$ cat config.mk
export PLATFORM = sky130hd
export DESIGN_NAME = recovery_executor
export DESIGN_NICKNAME = d
export VERILOG_FILES = /design/src/recovery_pkg.sv /design/src/recovery_tx_if.sv /design/src/recovery_csr_if.sv /design/src/recovery_executor.sv /design/src/recovery_resp_tx.sv /design/src/recovery_csr_file.sv /design/src/recovery_cmd_fsm.sv
export SDC_FILE = /design/constraint.sdc
export NUM_CORES = 1
export LEC_CHECK = 0
export BUFFER_PORTS_ARGS = -buffer_cell sky130_fd_sc_hd__buf_2
export CAP_MARGIN = 20
export CORE_ASPECT_RATIO = 1.4
export CORE_UTILIZATION = 30
export DETAILED_ROUTE_END_ITERATION = 10
export GPL_TIMING_DRIVEN = 0
export PLACE_DENSITY_LB_ADDON = 0.08
export SLEW_MARGIN = 30
export SYNTH_ARGS = -nofsm -noshare
export SYNTH_HDL_FRONTEND = slang
export SYNTH_HIERARCHICAL = 1
export SYNTH_SLANG_ARGS = --single-unit
$ cat constraint.sdc
create_clock -name clk_i -period 2.9 [get_ports clk_i]
set_clock_uncertainty 0.2 [all_clocks]
set_input_delay 0.58 -clock clk_i [delete_from_list [all_inputs] [get_ports clk_i]]
set_output_delay 0.58 -clock clk_i [all_outputs]
set_load 0.1 [all_outputs]
$ cat src/recovery_pkg.sv
// Recovery executor shared definitions: command codes, register selector, lengths and types
package recovery_pkg;

  // Recovery command codes kept by the executor
  typedef enum logic [7:0] {
    CMD_DEVICE_RESET         = 8'd37,
    CMD_RECOVERY_CTRL        = 8'd38,
    CMD_INDIRECT_FIFO_CTRL   = 8'd45,
    CMD_INDIRECT_FIFO_STATUS = 8'd46,
    CMD_INDIRECT_FIFO_DATA   = 8'd47
  } cmd_e;

  // Codes from here upwards are only legal in recovery mode
  localparam logic [7:0] RecoveryOnlyFirst = 8'd45;

  // One entry per register word
  typedef enum logic [2:0] {
    SEL_DEVICE_RESET,
    SEL_RECOVERY_CTRL,
    SEL_FIFO_CTRL_0,
    SEL_FIFO_CTRL_1,
    // Write index
    SEL_FIFO_STATUS_0,
    // FIFO size
    SEL_FIFO_STATUS_1,
    SEL_FIFO_DATA,
    SEL_NONE
  } csr_sel_e;

  typedef logic [31:0] word_t;
  typedef logic [15:0] len_t;

  // Block lengths in bytes
  localparam len_t DeviceResetLen  = 16'd3;
  localparam len_t RecoveryCtrlLen = 16'd3;
  localparam len_t FifoCtrlLen     = 16'd6;
  localparam len_t FifoStatusLen   = 16'd8;

  // Byte 1 of FIFO_CTRL word 0
  localparam logic [7:0] FifoClearCode = 8'd1;

  // Byte 2 of RECOVERY_CTRL
  localparam logic [7:0] ImageActivateCode = 8'h0F;

endpackage
$ cat src/recovery_tx_if.sv
// Response control bus between the command FSM and the byte serializer
`timescale 1ns/1ps

interface recovery_tx_if;

  logic               start;
  recovery_pkg::len_t len;
  logic               word_next;
  logic               done;

  modport fsm (
    output start,
    output len,
    input  word_next,
    input  done
  );

  modport tx (
    input  start,
    input  len,
    output word_next,
    output done
  );

endinterface

$ cat src/recovery_csr_if.sv
// Register access bus between the command FSM and the recovery register block
`timescale 1ns/1ps

interface recovery_csr_if;

  recovery_pkg::csr_sel_e sel;
  logic                   wr_en;
  recovery_pkg::word_t    wdata;
  logic                   fifo_wr;
  logic                   data_start;
  recovery_pkg::word_t    rdata;

  modport fsm (
    output sel,
    output wr_en,
    output wdata,
    output fifo_wr,
    output data_start,
    input  rdata
  );

  modport csr (
    input  sel,
    input  wr_en,
    input  wdata,
    input  fifo_wr,
    input  data_start,
    output rdata
  );

endinterface

$ cat src/recovery_executor.sv
// Recovery command executor top: command FSM, register block and response serializer
`timescale 1ns/1ps

module recovery_executor #(
  parameter int unsigned IndirectFifoDepth = 64
) (
  input  logic                clk_i,
  input  logic                rst_ni,

  // Decoded command
  input  logic                cmd_valid_i,
  input  logic                cmd_is_rd_i,
  input  logic [7:0]          cmd_cmd_i,
  input  recovery_pkg::len_t  cmd_len_i,
  input  logic                cmd_error_i,
  output logic                cmd_done_o,

  // RX data queue
  output logic                tti_rx_rreq_o,
  input  logic                tti_rx_rack_i,
  input  recovery_pkg::word_t tti_rx_rdata_i,

  // Response header
  output logic                res_valid_o,
  input  logic                res_ready_i,
  output recovery_pkg::len_t  res_len_o,

  // Response data
  output logic                res_dvalid_o,
  input  logic                res_dready_i,
  output logic [7:0]          res_data_o,
  output logic                res_dlast_o,

  // Indirect FIFO write port
  output logic                indirect_rx_wvalid_o,
  output recovery_pkg::word_t indirect_rx_wdata_o,
  output logic                indirect_rx_clr_o,

  // Status and mode
  output logic                rx_queue_clr_o,
  output logic                payload_available_o,
  output logic                image_activated_o,
  input  logic                recovery_mode_enabled_i
);

  recovery_csr_if csr_bus ();
  recovery_tx_if  tx_bus ();

  recovery_cmd_fsm u_cmd_fsm (
    .clk_i                   (clk_i),
    .rst_ni                  (rst_ni),
    .cmd_valid_i             (cmd_valid_i),
    .cmd_is_rd_i             (cmd_is_rd_i),
    .cmd_cmd_i               (cmd_cmd_i),
    .cmd_len_i               (cmd_len_i),
    .cmd_error_i             (cmd_error_i),
    .recovery_mode_enabled_i (recovery_mode_enabled_i),
    .tti_rx_rack_i           (tti_rx_rack_i),
    .tti_rx_rdata_i          (tti_rx_rdata_i),
    .cmd_done_o              (cmd_done_o),
    .tti_rx_rreq_o           (tti_rx_rreq_o),
    .res_valid_o             (res_valid_o),
    .rx_queue_clr_o          (rx_queue_clr_o),
    .res_len_o               (res_len_o),
    .res_ready_i             (res_ready_i),
    .csr                     (csr_bus.fsm),
    .tx                      (tx_bus.fsm)
  );

  recovery_csr_file #(
    .IndirectFifoDepth (IndirectFifoDepth)
  ) u_csr_file (
    .clk_i                (clk_i),
    .rst_ni               (rst_ni),
    .csr                  (csr_bus.csr),
    .indirect_rx_wvalid_o (indirect_rx_wvalid_o),
    .indirect_rx_wdata_o  (indirect_rx_wdata_o),
    .indirect_rx_clr_o    (indirect_rx_clr_o),
    .payload_available_o  (payload_available_o),
    .image_activated_o    (image_activated_o)
  );

  // Serializer reads the word the FSM currently selects
  recovery_resp_tx u_resp_tx (
    .clk_i        (clk_i),
    .rst_ni       (rst_ni),
    .tx           (tx_bus.tx),
    .word_i       (csr_bus.rdata),
    .res_dvalid_o (res_dvalid_o),
    .res_dlast_o  (res_dlast_o),
    .res_data_o   (res_data_o),
    .res_dready_i (res_dready_i)
  );

endmodule

$ cat src/recovery_resp_tx.sv
// Response serializer: sends register words as a counted byte stream, LSB first
`timescale 1ns/1ps

module recovery_resp_tx (
  input  logic                clk_i,
  input  logic                rst_ni,
  recovery_tx_if.tx           tx,
  input  recovery_pkg::word_t word_i,
  output logic                res_dvalid_o,
  output logic                res_dlast_o,
  output logic [7:0]          res_data_o,
  input  logic                res_dready_i
);

  logic               dvalid_q;
  recovery_pkg::len_t remain_q;
  logic [1:0]         lane_q;
  logic               fire;
  logic               last;

  assign fire = dvalid_q && res_dready_i;
  assign last = (remain_q == 16'd1);

  always_ff @(posedge clk_i or negedge rst_ni) begin
    if (!rst_ni) begin
      dvalid_q <= 1'b0;
      remain_q <= '0;
      lane_q   <= '0;
    end else if (tx.start) begin
      dvalid_q <= 1'b1;
      remain_q <= tx.len;
      lane_q   <= '0;
    end else if (fire) begin
      remain_q <= remain_q - 16'd1;
      lane_q   <= lane_q + 2'd1;
      if (last) begin
        dvalid_q <= 1'b0;
      end
    end
  end

  // Byte lane of the word currently selected
  assign res_data_o   = word_i[{lane_q, 3'b000} +: 8];
  assign res_dvalid_o = dvalid_q;
  assign res_dlast_o  = dvalid_q && last;

  // Selector moves on as the fourth byte leaves
  assign tx.word_next = fire && (lane_q == 2'd3);
  assign tx.done      = fire && last;

endmodule

$ cat src/recovery_csr_file.sv
// Recovery register block with read mux, indirect FIFO write index and status flags
`timescale 1ns/1ps

module recovery_csr_file #(
  parameter int unsigned IndirectFifoDepth = 64
) (
  input  logic                clk_i,
  input  logic                rst_ni,
  recovery_csr_if.csr         csr,
  output logic                indirect_rx_wvalid_o,
  output recovery_pkg::word_t indirect_rx_wdata_o,
  output logic                indirect_rx_clr_o,
  output logic                payload_available_o,
  output logic                image_activated_o
);

  localparam int unsigned IdxW = (IndirectFifoDepth > 1) ? $clog2(IndirectFifoDepth) : 1;

  recovery_pkg::word_t device_reset_q;
  recovery_pkg::word_t recovery_ctrl_q;
  recovery_pkg::word_t fifo_ctrl_0_q;
  recovery_pkg::word_t fifo_ctrl_1_q;
  logic [IdxW-1:0]     wr_idx_q;
  logic                payload_q;
  logic                fifo_clr;

  // Clear request in byte 1 of FIFO_CTRL word 0
  assign fifo_clr = csr.wr_en && (csr.sel == recovery_pkg::SEL_FIFO_CTRL_0) &&
                    (csr.wdata[15:8] == recovery_pkg::FifoClearCode);

  // Writable registers, status words and SEL_NONE drop the word
  always_ff @(posedge clk_i or negedge rst_ni) begin
    if (!rst_ni) begin
      device_reset_q  <= '0;
      recovery_ctrl_q <= '0;
      fifo_ctrl_0_q   <= '0;
      fifo_ctrl_1_q   <= '0;
    end else if (csr.wr_en) begin
      case (csr.sel)
        recovery_pkg::SEL_DEVICE_RESET:  device_reset_q  <= csr.wdata;
        recovery_pkg::SEL_RECOVERY_CTRL: recovery_ctrl_q <= csr.wdata;
        recovery_pkg::SEL_FIFO_CTRL_0:   fifo_ctrl_0_q   <= csr.wdata;
        recovery_pkg::SEL_FIFO_CTRL_1:   fifo_ctrl_1_q   <= csr.wdata;
        default: ;
      endcase
    end
  end

  // Write index wraps at the FIFO depth
  always_ff @(posedge clk_i or negedge rst_ni) begin
    if (!rst_ni) begin
      wr_idx_q <= '0;
    end else if (fifo_clr) begin
      wr_idx_q <= '0;
    end else if (csr.fifo_wr) begin
      if (32'(wr_idx_q) == IndirectFifoDepth - 1) begin
        wr_idx_q <= '0;
      end else begin
        wr_idx_q <= wr_idx_q + 1'b1;
      end
    end
  end

  // Set when a FIFO data write starts, dropped by a FIFO clear
  always_ff @(posedge clk_i or negedge rst_ni) begin
    if (!rst_ni) begin
      payload_q <= 1'b0;
    end else if (fifo_clr) begin
      payload_q <= 1'b0;
    end else if (csr.data_start) begin
      payload_q <= 1'b1;
    end
  end

  always_comb begin
    case (csr.sel)
      recovery_pkg::SEL_DEVICE_RESET:  csr.rdata = device_reset_q;
      recovery_pkg::SEL_RECOVERY_CTRL: csr.rdata = recovery_ctrl_q;
      recovery_pkg::SEL_FIFO_CTRL_0:   csr.rdata = fifo_ctrl_0_q;
      recovery_pkg::SEL_FIFO_CTRL_1:   csr.rdata = fifo_ctrl_1_q;
      recovery_pkg::SEL_FIFO_STATUS_0: csr.rdata = recovery_pkg::word_t'(wr_idx_q);
      recovery_pkg::SEL_FIFO_STATUS_1: csr.rdata = recovery_pkg::word_t'(IndirectFifoDepth);
      default:                         csr.rdata = '0;
    endcase
  end

  assign indirect_rx_wvalid_o = csr.fifo_wr;
  assign indirect_rx_wdata_o  = csr.wdata;
  assign indirect_rx_clr_o    = fifo_clr;
  assign payload_available_o  = payload_q;
  assign image_activated_o    = (recovery_ctrl_q[23:16] == recovery_pkg::ImageActivateCode);

endmodule

$ cat src/recovery_cmd_fsm.sv
// Recovery command FSM: validates commands, drives RX reads and steps the register selector
`timescale 1ns/1ps

module recovery_cmd_fsm (
  input  logic                clk_i,
  input  logic                rst_ni,
  input  logic                cmd_valid_i,
  input  logic                cmd_is_rd_i,
  input  logic [7:0]          cmd_cmd_i,
  input  recovery_pkg::len_t  cmd_len_i,
  input  logic                cmd_error_i,
  input  logic                recovery_mode_enabled_i,
  input  logic                tti_rx_rack_i,
  input  recovery_pkg::word_t tti_rx_rdata_i,
  output logic                cmd_done_o,
  output logic                tti_rx_rreq_o,
  output logic                res_valid_o,
  output logic                rx_queue_clr_o,
  output recovery_pkg::len_t  res_len_o,
  input  logic                res_ready_i,
  recovery_csr_if.fsm         csr,
  recovery_tx_if.fsm          tx
);

  typedef enum logic [2:0] {
    Idle,
    CsrWrite,
    FifoWrite,
    CsrRead,
    CsrReadData,
    Error,
    Done
  } state_e;

  state_e                 state_q, state_d;
  recovery_pkg::csr_sel_e sel_q, sel_last_q;
  recovery_pkg::csr_sel_e first_sel, last_sel;
  recovery_pkg::len_t     len_q, blk_len;
  logic [14:0]            words_q;
  logic                   known;
  logic                   reject;
  logic                   accept;
  logic                   is_data;
  logic                   advance;
  logic                   rreq_q, rreq_d;

  // First and last register word of each block, plus its read length
  always_comb begin
    known     = 1'b1;
    first_sel = recovery_pkg::SEL_NONE;
    last_sel  = recovery_pkg::SEL_NONE;
    blk_len   = '0;
    case (cmd_cmd_i)
      recovery_pkg::CMD_DEVICE_RESET: begin
        first_sel = recovery_pkg::SEL_DEVICE_RESET;
        last_sel  = recovery_pkg::SEL_DEVICE_RESET;
        blk_len   = recovery_pkg::DeviceResetLen;
      end
      recovery_pkg::CMD_RECOVERY_CTRL: begin
        first_sel = recovery_pkg::SEL_RECOVERY_CTRL;
        last_sel  = recovery_pkg::SEL_RECOVERY_CTRL;
        blk_len   = recovery_pkg::RecoveryCtrlLen;
      end
      recovery_pkg::CMD_INDIRECT_FIFO_CTRL: begin
        first_sel = recovery_pkg::SEL_FIFO_CTRL_0;
        last_sel  = recovery_pkg::SEL_FIFO_CTRL_1;
        blk_len   = recovery_pkg::FifoCtrlLen;
      end
      recovery_pkg::CMD_INDIRECT_FIFO_STATUS: begin
        first_sel = recovery_pkg::SEL_FIFO_STATUS_0;
        last_sel  = recovery_pkg::SEL_FIFO_STATUS_1;
        blk_len   = recovery_pkg::FifoStatusLen;
      end
      recovery_pkg::CMD_INDIRECT_FIFO_DATA: begin
        first_sel = recovery_pkg::SEL_FIFO_DATA;
        last_sel  = recovery_pkg::SEL_FIFO_DATA;
      end
      default: known = 1'b0;
    endcase
  end

  assign is_data = (cmd_cmd_i == recovery_pkg::CMD_INDIRECT_FIFO_DATA);
  assign accept  = (state_q == Idle) && cmd_valid_i;

  // FIFO data has no read path, so a read of it is rejected too
  assign reject = cmd_error_i || !known ||
                  (!recovery_mode_enabled_i && (cmd_cmd_i >= recovery_pkg::RecoveryOnlyFirst)) ||
                  (cmd_is_rd_i && is_data);

  always_comb begin
    state_d = state_q;
    rreq_d  = 1'b0;
    case (state_q)
      Idle: begin
        if (accept) begin
          if (reject) begin
            state_d = Error;
          end else if (cmd_is_rd_i) begin
            state_d = CsrRead;
          end else if (cmd_len_i == '0) begin
            state_d = Done;
          end else begin
            state_d = is_data ? FifoWrite : CsrWrite;
            rreq_d  = 1'b1;
          end
        end
      end
      CsrWrite, FifoWrite: begin
        if (tti_rx_rack_i) begin
          if (words_q == 15'd1) begin
            state_d = Done;
          end else begin
            rreq_d = 1'b1;
          end
        end
      end
      CsrRead: begin
        if (res_ready_i) begin
          state_d = CsrReadData;
        end
      end
      CsrReadData: begin
        if (tx.done) begin
          state_d = Done;
        end
      end
      Error:   state_d = Done;
      default: state_d = Idle;
    endcase
  end

  // Step to the next register word on each written or sent word
  assign advance = ((state_q == CsrWrite) && tti_rx_rack_i) || tx.word_next;

  always_ff @(posedge clk_i or negedge rst_ni) begin
    if (!rst_ni) begin
      state_q    <= Idle;
      rreq_q     <= 1'b0;
      sel_q      <= recovery_pkg::SEL_NONE;
      sel_last_q <= recovery_pkg::SEL_NONE;
      len_q      <= '0;
      words_q    <= '0;
    end else begin
      state_q <= state_d;
      rreq_q  <= rreq_d;
      if (accept) begin
        sel_q      <= first_sel;
        sel_last_q <= last_sel;
        len_q      <= blk_len;
        // Byte length to words, rounded up
        words_q    <= 15'(cmd_len_i[15:2]) + 15'(|cmd_len_i[1:0]);
      end else begin
        if (advance) begin
          if ((sel_q == sel_last_q) || (sel_q == recovery_pkg::SEL_NONE)) begin
            sel_q <= recovery_pkg::SEL_NONE;
          end else begin
            sel_q <= recovery_pkg::csr_sel_e'(sel_q + 3'd1);
          end
        end
        if (((state_q == CsrWrite) || (state_q == FifoWrite)) && tti_rx_rack_i) begin
          words_q <= words_q - 15'd1;
        end
      end
    end
  end

  assign cmd_done_o     = (state_q == Done);
  assign rx_queue_clr_o = (state_q == Error);
  assign res_valid_o    = (state_q == CsrRead);
  assign res_len_o      = len_q;
  assign tti_rx_rreq_o  = rreq_q;

  assign csr.sel        = sel_q;
  assign csr.wr_en      = (state_q == CsrWrite) && tti_rx_rack_i;
  assign csr.fifo_wr    = (state_q == FifoWrite) && tti_rx_rack_i;
  assign csr.wdata      = tti_rx_rdata_i;
  assign csr.data_start = accept && !reject && !cmd_is_rd_i && is_data;

  assign tx.start = (state_q == CsrRead) && res_ready_i;
  assign tx.len   = len_q;

endmodule

==> impl_metrics.csv <==
group,metric,value,unit
outcome,status,"finished with violations",
outcome,violations,"setup timing",
placement,gp_congestion,0.7280,
synth,syn-cell-area,10280,sq um
finish,drive_gt1_share,39.51,%
synth,synth_top_area_share,43.10,%
synth,ys_seq_elements,183,
global_route,grt_max_degree,64,
critical_path,crit_start,"u_cmd_fsm/csr.sel[2]$_DFFE_PN1P_",
synth,synthMuxAreaShare,18.14,%
finish,final_cells,1508,
synth,synth_edf_count,0,
synth,synth_top_family_by_area,"multiplexers",
synth,synth_area_leaders,"dfrtp_1 (43%), buf_4 (7.1%), mux2_2 (6.2%)",
synth,synthAdderAreaFrac,1.217,%
timing,finalSetupViolCount,8,
timing,fin_crit_sh,117.5,%
power,ir_worst_vdd,0.0003481,V
drt,detail-route-antenna-nets,0,
floorplanning,rows,79,
critical_path,crit_path_start_kind,"register",
worst_hold_path,holdCritStartpoint,"tti_rx_rdata_i[10]",
placement,numPortBuffers,85,
drt,firstDrtPassIters,5,
synth,yosysTopAreaCell,"dfrtp_1",
clock_network,cts_tree,"built",
global_route,grt_usage,16.30,%
clock_network,numClockSinks,183,
drt,drc,0,
drt,drt_iter0_drc,250,
critical_path,crit_type,"register to primary output",
global_route,grt-ovfl-total,0,
floorplanning,initial_core_util,30.67,%
floorplanning,core-area,33510,sq um
drt,drt_wl_total,26820,um
critical_path,path_cells,"buf_6 -> and3b_1 -> buf_6 -> o2bb2ai_1 -> a221o_1 -> mux4_2 -> buf_12",
finish,utilization,37.55,%
floorplanning,die_height,221,um
clock_network,clk_path_buf_depth,2,
floorplanning,die_width,158.4,um
drt,vias_per_cell,4.713,
critical_path,cp_slowest_cell,"dfstp_2",
power,sw_frac_of_total,36.67,%
critical_path,crit_arrival,2.63,ns
worst_hold_path,hold_class,"input port to register",
critical_path,cpMostUsedCell,"buf_6",
synth,synth_cell_types,80,
synth,ys.flop_type,"dfrtp_1",
power,power.internal,6.103,mW
timing,period_needed,3.408,ns
clock_network,cts_root_buffer,"clkbuf_16",
placement,dp_cells,1462,
power,combPwrFrac,35.3,%
synth,synthesis.instances,907,
power,clkPwrFrac,25.7,%
timing,max_freq,293.5,MHz
clock_network,numCtsBuffers,17,
drt,wl_per_cell,17.78,um
clock_network,clk_pin_slew_worst_paths,0.07,ns
global_route,grt_pass1_vias,7318,
synth,synth_compound_area_share,9.861,%
timing,rsz0062_at_grt,"true",
placement,post-place-ws,-0.6865,ns
synth,ys_seq_area_share,44.63,%
clock_network,htree_levels,4,
synth,syn_area_per_cell,11.33,sq um
timing,finalWorstSetupSlack,-0.5075,ns
synth,synth-simple-area-share,12.45,%
critical_path,worstPathMaxFanout,9,
job,maxCapViolCount,0,
timing,whs,0.1720,ns
timing,worstMarginPinSlew,0.6899,ns
critical_path,max_stage_delay,0.54,ns
synth,synth_xor_area_share,3.494,%
critical_path,endpoint_kind,"primary output",
power,power_density,765.8,nW/um^2
floorplanning,io_pins,131,
synth,ys_warn_count,6,
drt,vias,7107,
clock_network,clk_latency,0.46,ns
finish,area_growth,22.44,%
finish,antenna_cells,0,
timing,slew_violations,0,
critical_path,required,2.12,ns
floorplanning,die-area,35010,sq um
global_route,antenna_found_initial,0,
power,leakage,6.076,nW
critical_path,worst-path-buf-inv,3,
timing,maxSlewHeadroom,54.01,%
power,p_sw,3.534,mW
synth,synthArstFlopShare,100.0,%
placement,hpwl,18940,um
global_route,grt_pass1_wl,42560,um
finish,final_nets,1125,
critical_path,critPathTopFamily,"flip-flops",
power,p_seq_share,39.0,%
critical_path,r2r-start,"u_cmd_fsm/state_q[2]$_DFFE_PN0P_",
timing,hold_viol_final,0,
## cell type report
cell class              instances  area (sq um)
inverters                      15         56.30
plain buffers                 138          1064
flip-flops and latches        183          4589
repair buffers                105         802.0
clock inverters                 9         141.4
clock buffers                  23         478.0
well taps                     445         556.8
fillers                      3310         20930
multi-input cells             590          4896
## sequential cells by signal, indices dropped and copies added (netlist names)
signal / flops
u_resp_tx/remain_q: 16
u_resp_tx/lane_q: 2
u_csr_file/fifo_ctrl_1_q: 32
u_csr_file/device_reset_q: 32
u_csr_file/recovery_ctrl_q: 32
u_cmd_fsm/words_q: 15
u_cmd_fsm/res_len_o: 4
u_cmd_fsm/state_q: 3
u_cmd_fsm/tti_rx_rreq_o: 1
u_resp_tx/res_dvalid_o: 1
u_cmd_fsm/sel_last_q: 3
u_csr_file/fifo_ctrl_0_q: 32
u_cmd_fsm/csr.sel: 3
u_csr_file/payload_available_o: 1
u_csr_file/wr_idx_q: 6
## synthesized netlist by cell type, drive strengths merged, types with 11 or more instances
| library cell | number |
|---|---|
| dfrtp | 177 |
| buf | 128 |
| mux2 | 128 |
| nand2 | 69 |
| a22oi | 50 |
| o21ai | 33 |
| nor2 | 28 |
| xnor2 | 21 |
| xor2 | 20 |
| nor3 | 18 |
| nor4 | 17 |
| inv | 15 |
| nand3 | 15 |
| clkbuf | 14 |
| a21oi | 13 |
| mux2i | 13 |
| nand4 | 13 |
| o22ai | 11 |
## routing by layer
metal  track usage [%]  wire, um  up-vias
met3             2.996       664       15
met1             20.88     11920     3536
li1                  -         -     3440
met4             4.808       352        0
met5                 0         0        -
met2             27.56     13880      116
## cell families (layout without fill, tap and decap cells)
family | Yosys count | in the layout
flops | 183 | 183
compound gates | 146 | 146
buf+inv | 157 | 290
fa+ha+maj | 10 | 10
xor+xnor | 41 | 41
simple gates | 220 | 220
other cells | 1 | 24
mux | 149 | 149
## final timing paths
kind / slack [ns] / endpoint / depth (start not counted)
worst max-delay path: -0.51 / res_data_o[1] / 7
worst min register to register: 0.27 / u_cmd_fsm/sel_last_q[1]$_DFFE_PN1P_ / 2
min in group asynchronous: 0.47 / u_cmd_fsm/tti_rx_rreq_o$_DFF_PN0_ / 2
max in group asynchronous: 1.29 / u_csr_file/device_reset_q[11]$_DFFE_PN0P_ / 3
worst min-delay path: 0.17 / u_csr_file/device_reset_q[10]$_DFFE_PN0P_ / 2
worst max register to register: 0.30 / u_csr_file/payload_available_o$_DFFE_PN0P_ / 7
## power groups by stage
| stage | clock, mW | sequential [mW] | combinational, mW |
|---|---|---|---|
| CTS | 2.59 | 3.74 | 3.40 |
| detailed placement | 0 | 3.78 | 3.11 |
| finish | 2.48 | 3.76 | 3.40 |
| floorplan | 0 | 3.72 | 2.37 |
| global placement | 0 | 3.77 | 3.07 |
| global route | 2.67 | 3.86 | 3.71 |
## cells in the final DEF, fill, tap and decap left out, types with 5 or more instances in the layout
master / netlist / routed
dfrtp_1: 177 / 175
buf_4: 97 / 111
buf_2: 18 / 82
nand2_1: 68 / 64
mux2_2: 57 / 57
mux2_1: 41 / 41
a22oi_1: 50 / 34
mux2_4: 30 / 30
o21ai_0: 28 / 27
nor2_1: 28 / 26
conb_1: 1 / 24
xnor2_1: 21 / 21
buf_6: 9 / 20
xor2_1: 20 / 20
clkbuf_16: 0 / 17
a22oi_2: 0 / 16
inv_1: 15 / 15
nand3_1: 15 / 15
nor3_1: 14 / 14
clkbuf_1: 13 / 13
a21oi_1: 13 / 13
nand4_1: 12 / 12
nor4_1: 12 / 11
mux2i_1: 13 / 11
buf_12: 0 / 10
ha_1: 10 / 10
nand2b_1: 8 / 8
o22ai_1: 11 / 8
mux4_2: 8 / 8
dfstp_2: 6 / 6
and3_1: 6 / 5
nor2b_1: 5 / 5
## metrics by stage
| step | total power [mW] | TNS (ns) | area [sq um] |
|---|---|---|---|
| after floorplan | 6.095 | -0.1242 | 10400 |
| after global placement | 6.847 | -426.53 | 11380 |
| after detailed placement | 6.885 | -5.543 | 11450 |
| after CTS | 9.730 | -4.182 | 12450 |
| after global routing | 10.24 | -4.486 | 12580 |
| final | 9.637 | -3.707 | 12580 |
## what timing repair did
| action | CTS | global route |
|---|---|---|
| gates resized for setup | 69 | 29 |
| hold buffers | 1 | 0 |
| endpoints found under the setup margin | 11 | 10 |
| gates cloned | 1 | 0 |
| endpoints found under the hold margin | 56 | 0 |
| setup buffers | 14 | 2 |
| pin swaps | 7 | 2 |
No activity file was read; power rests on OpenSTA's default activity.
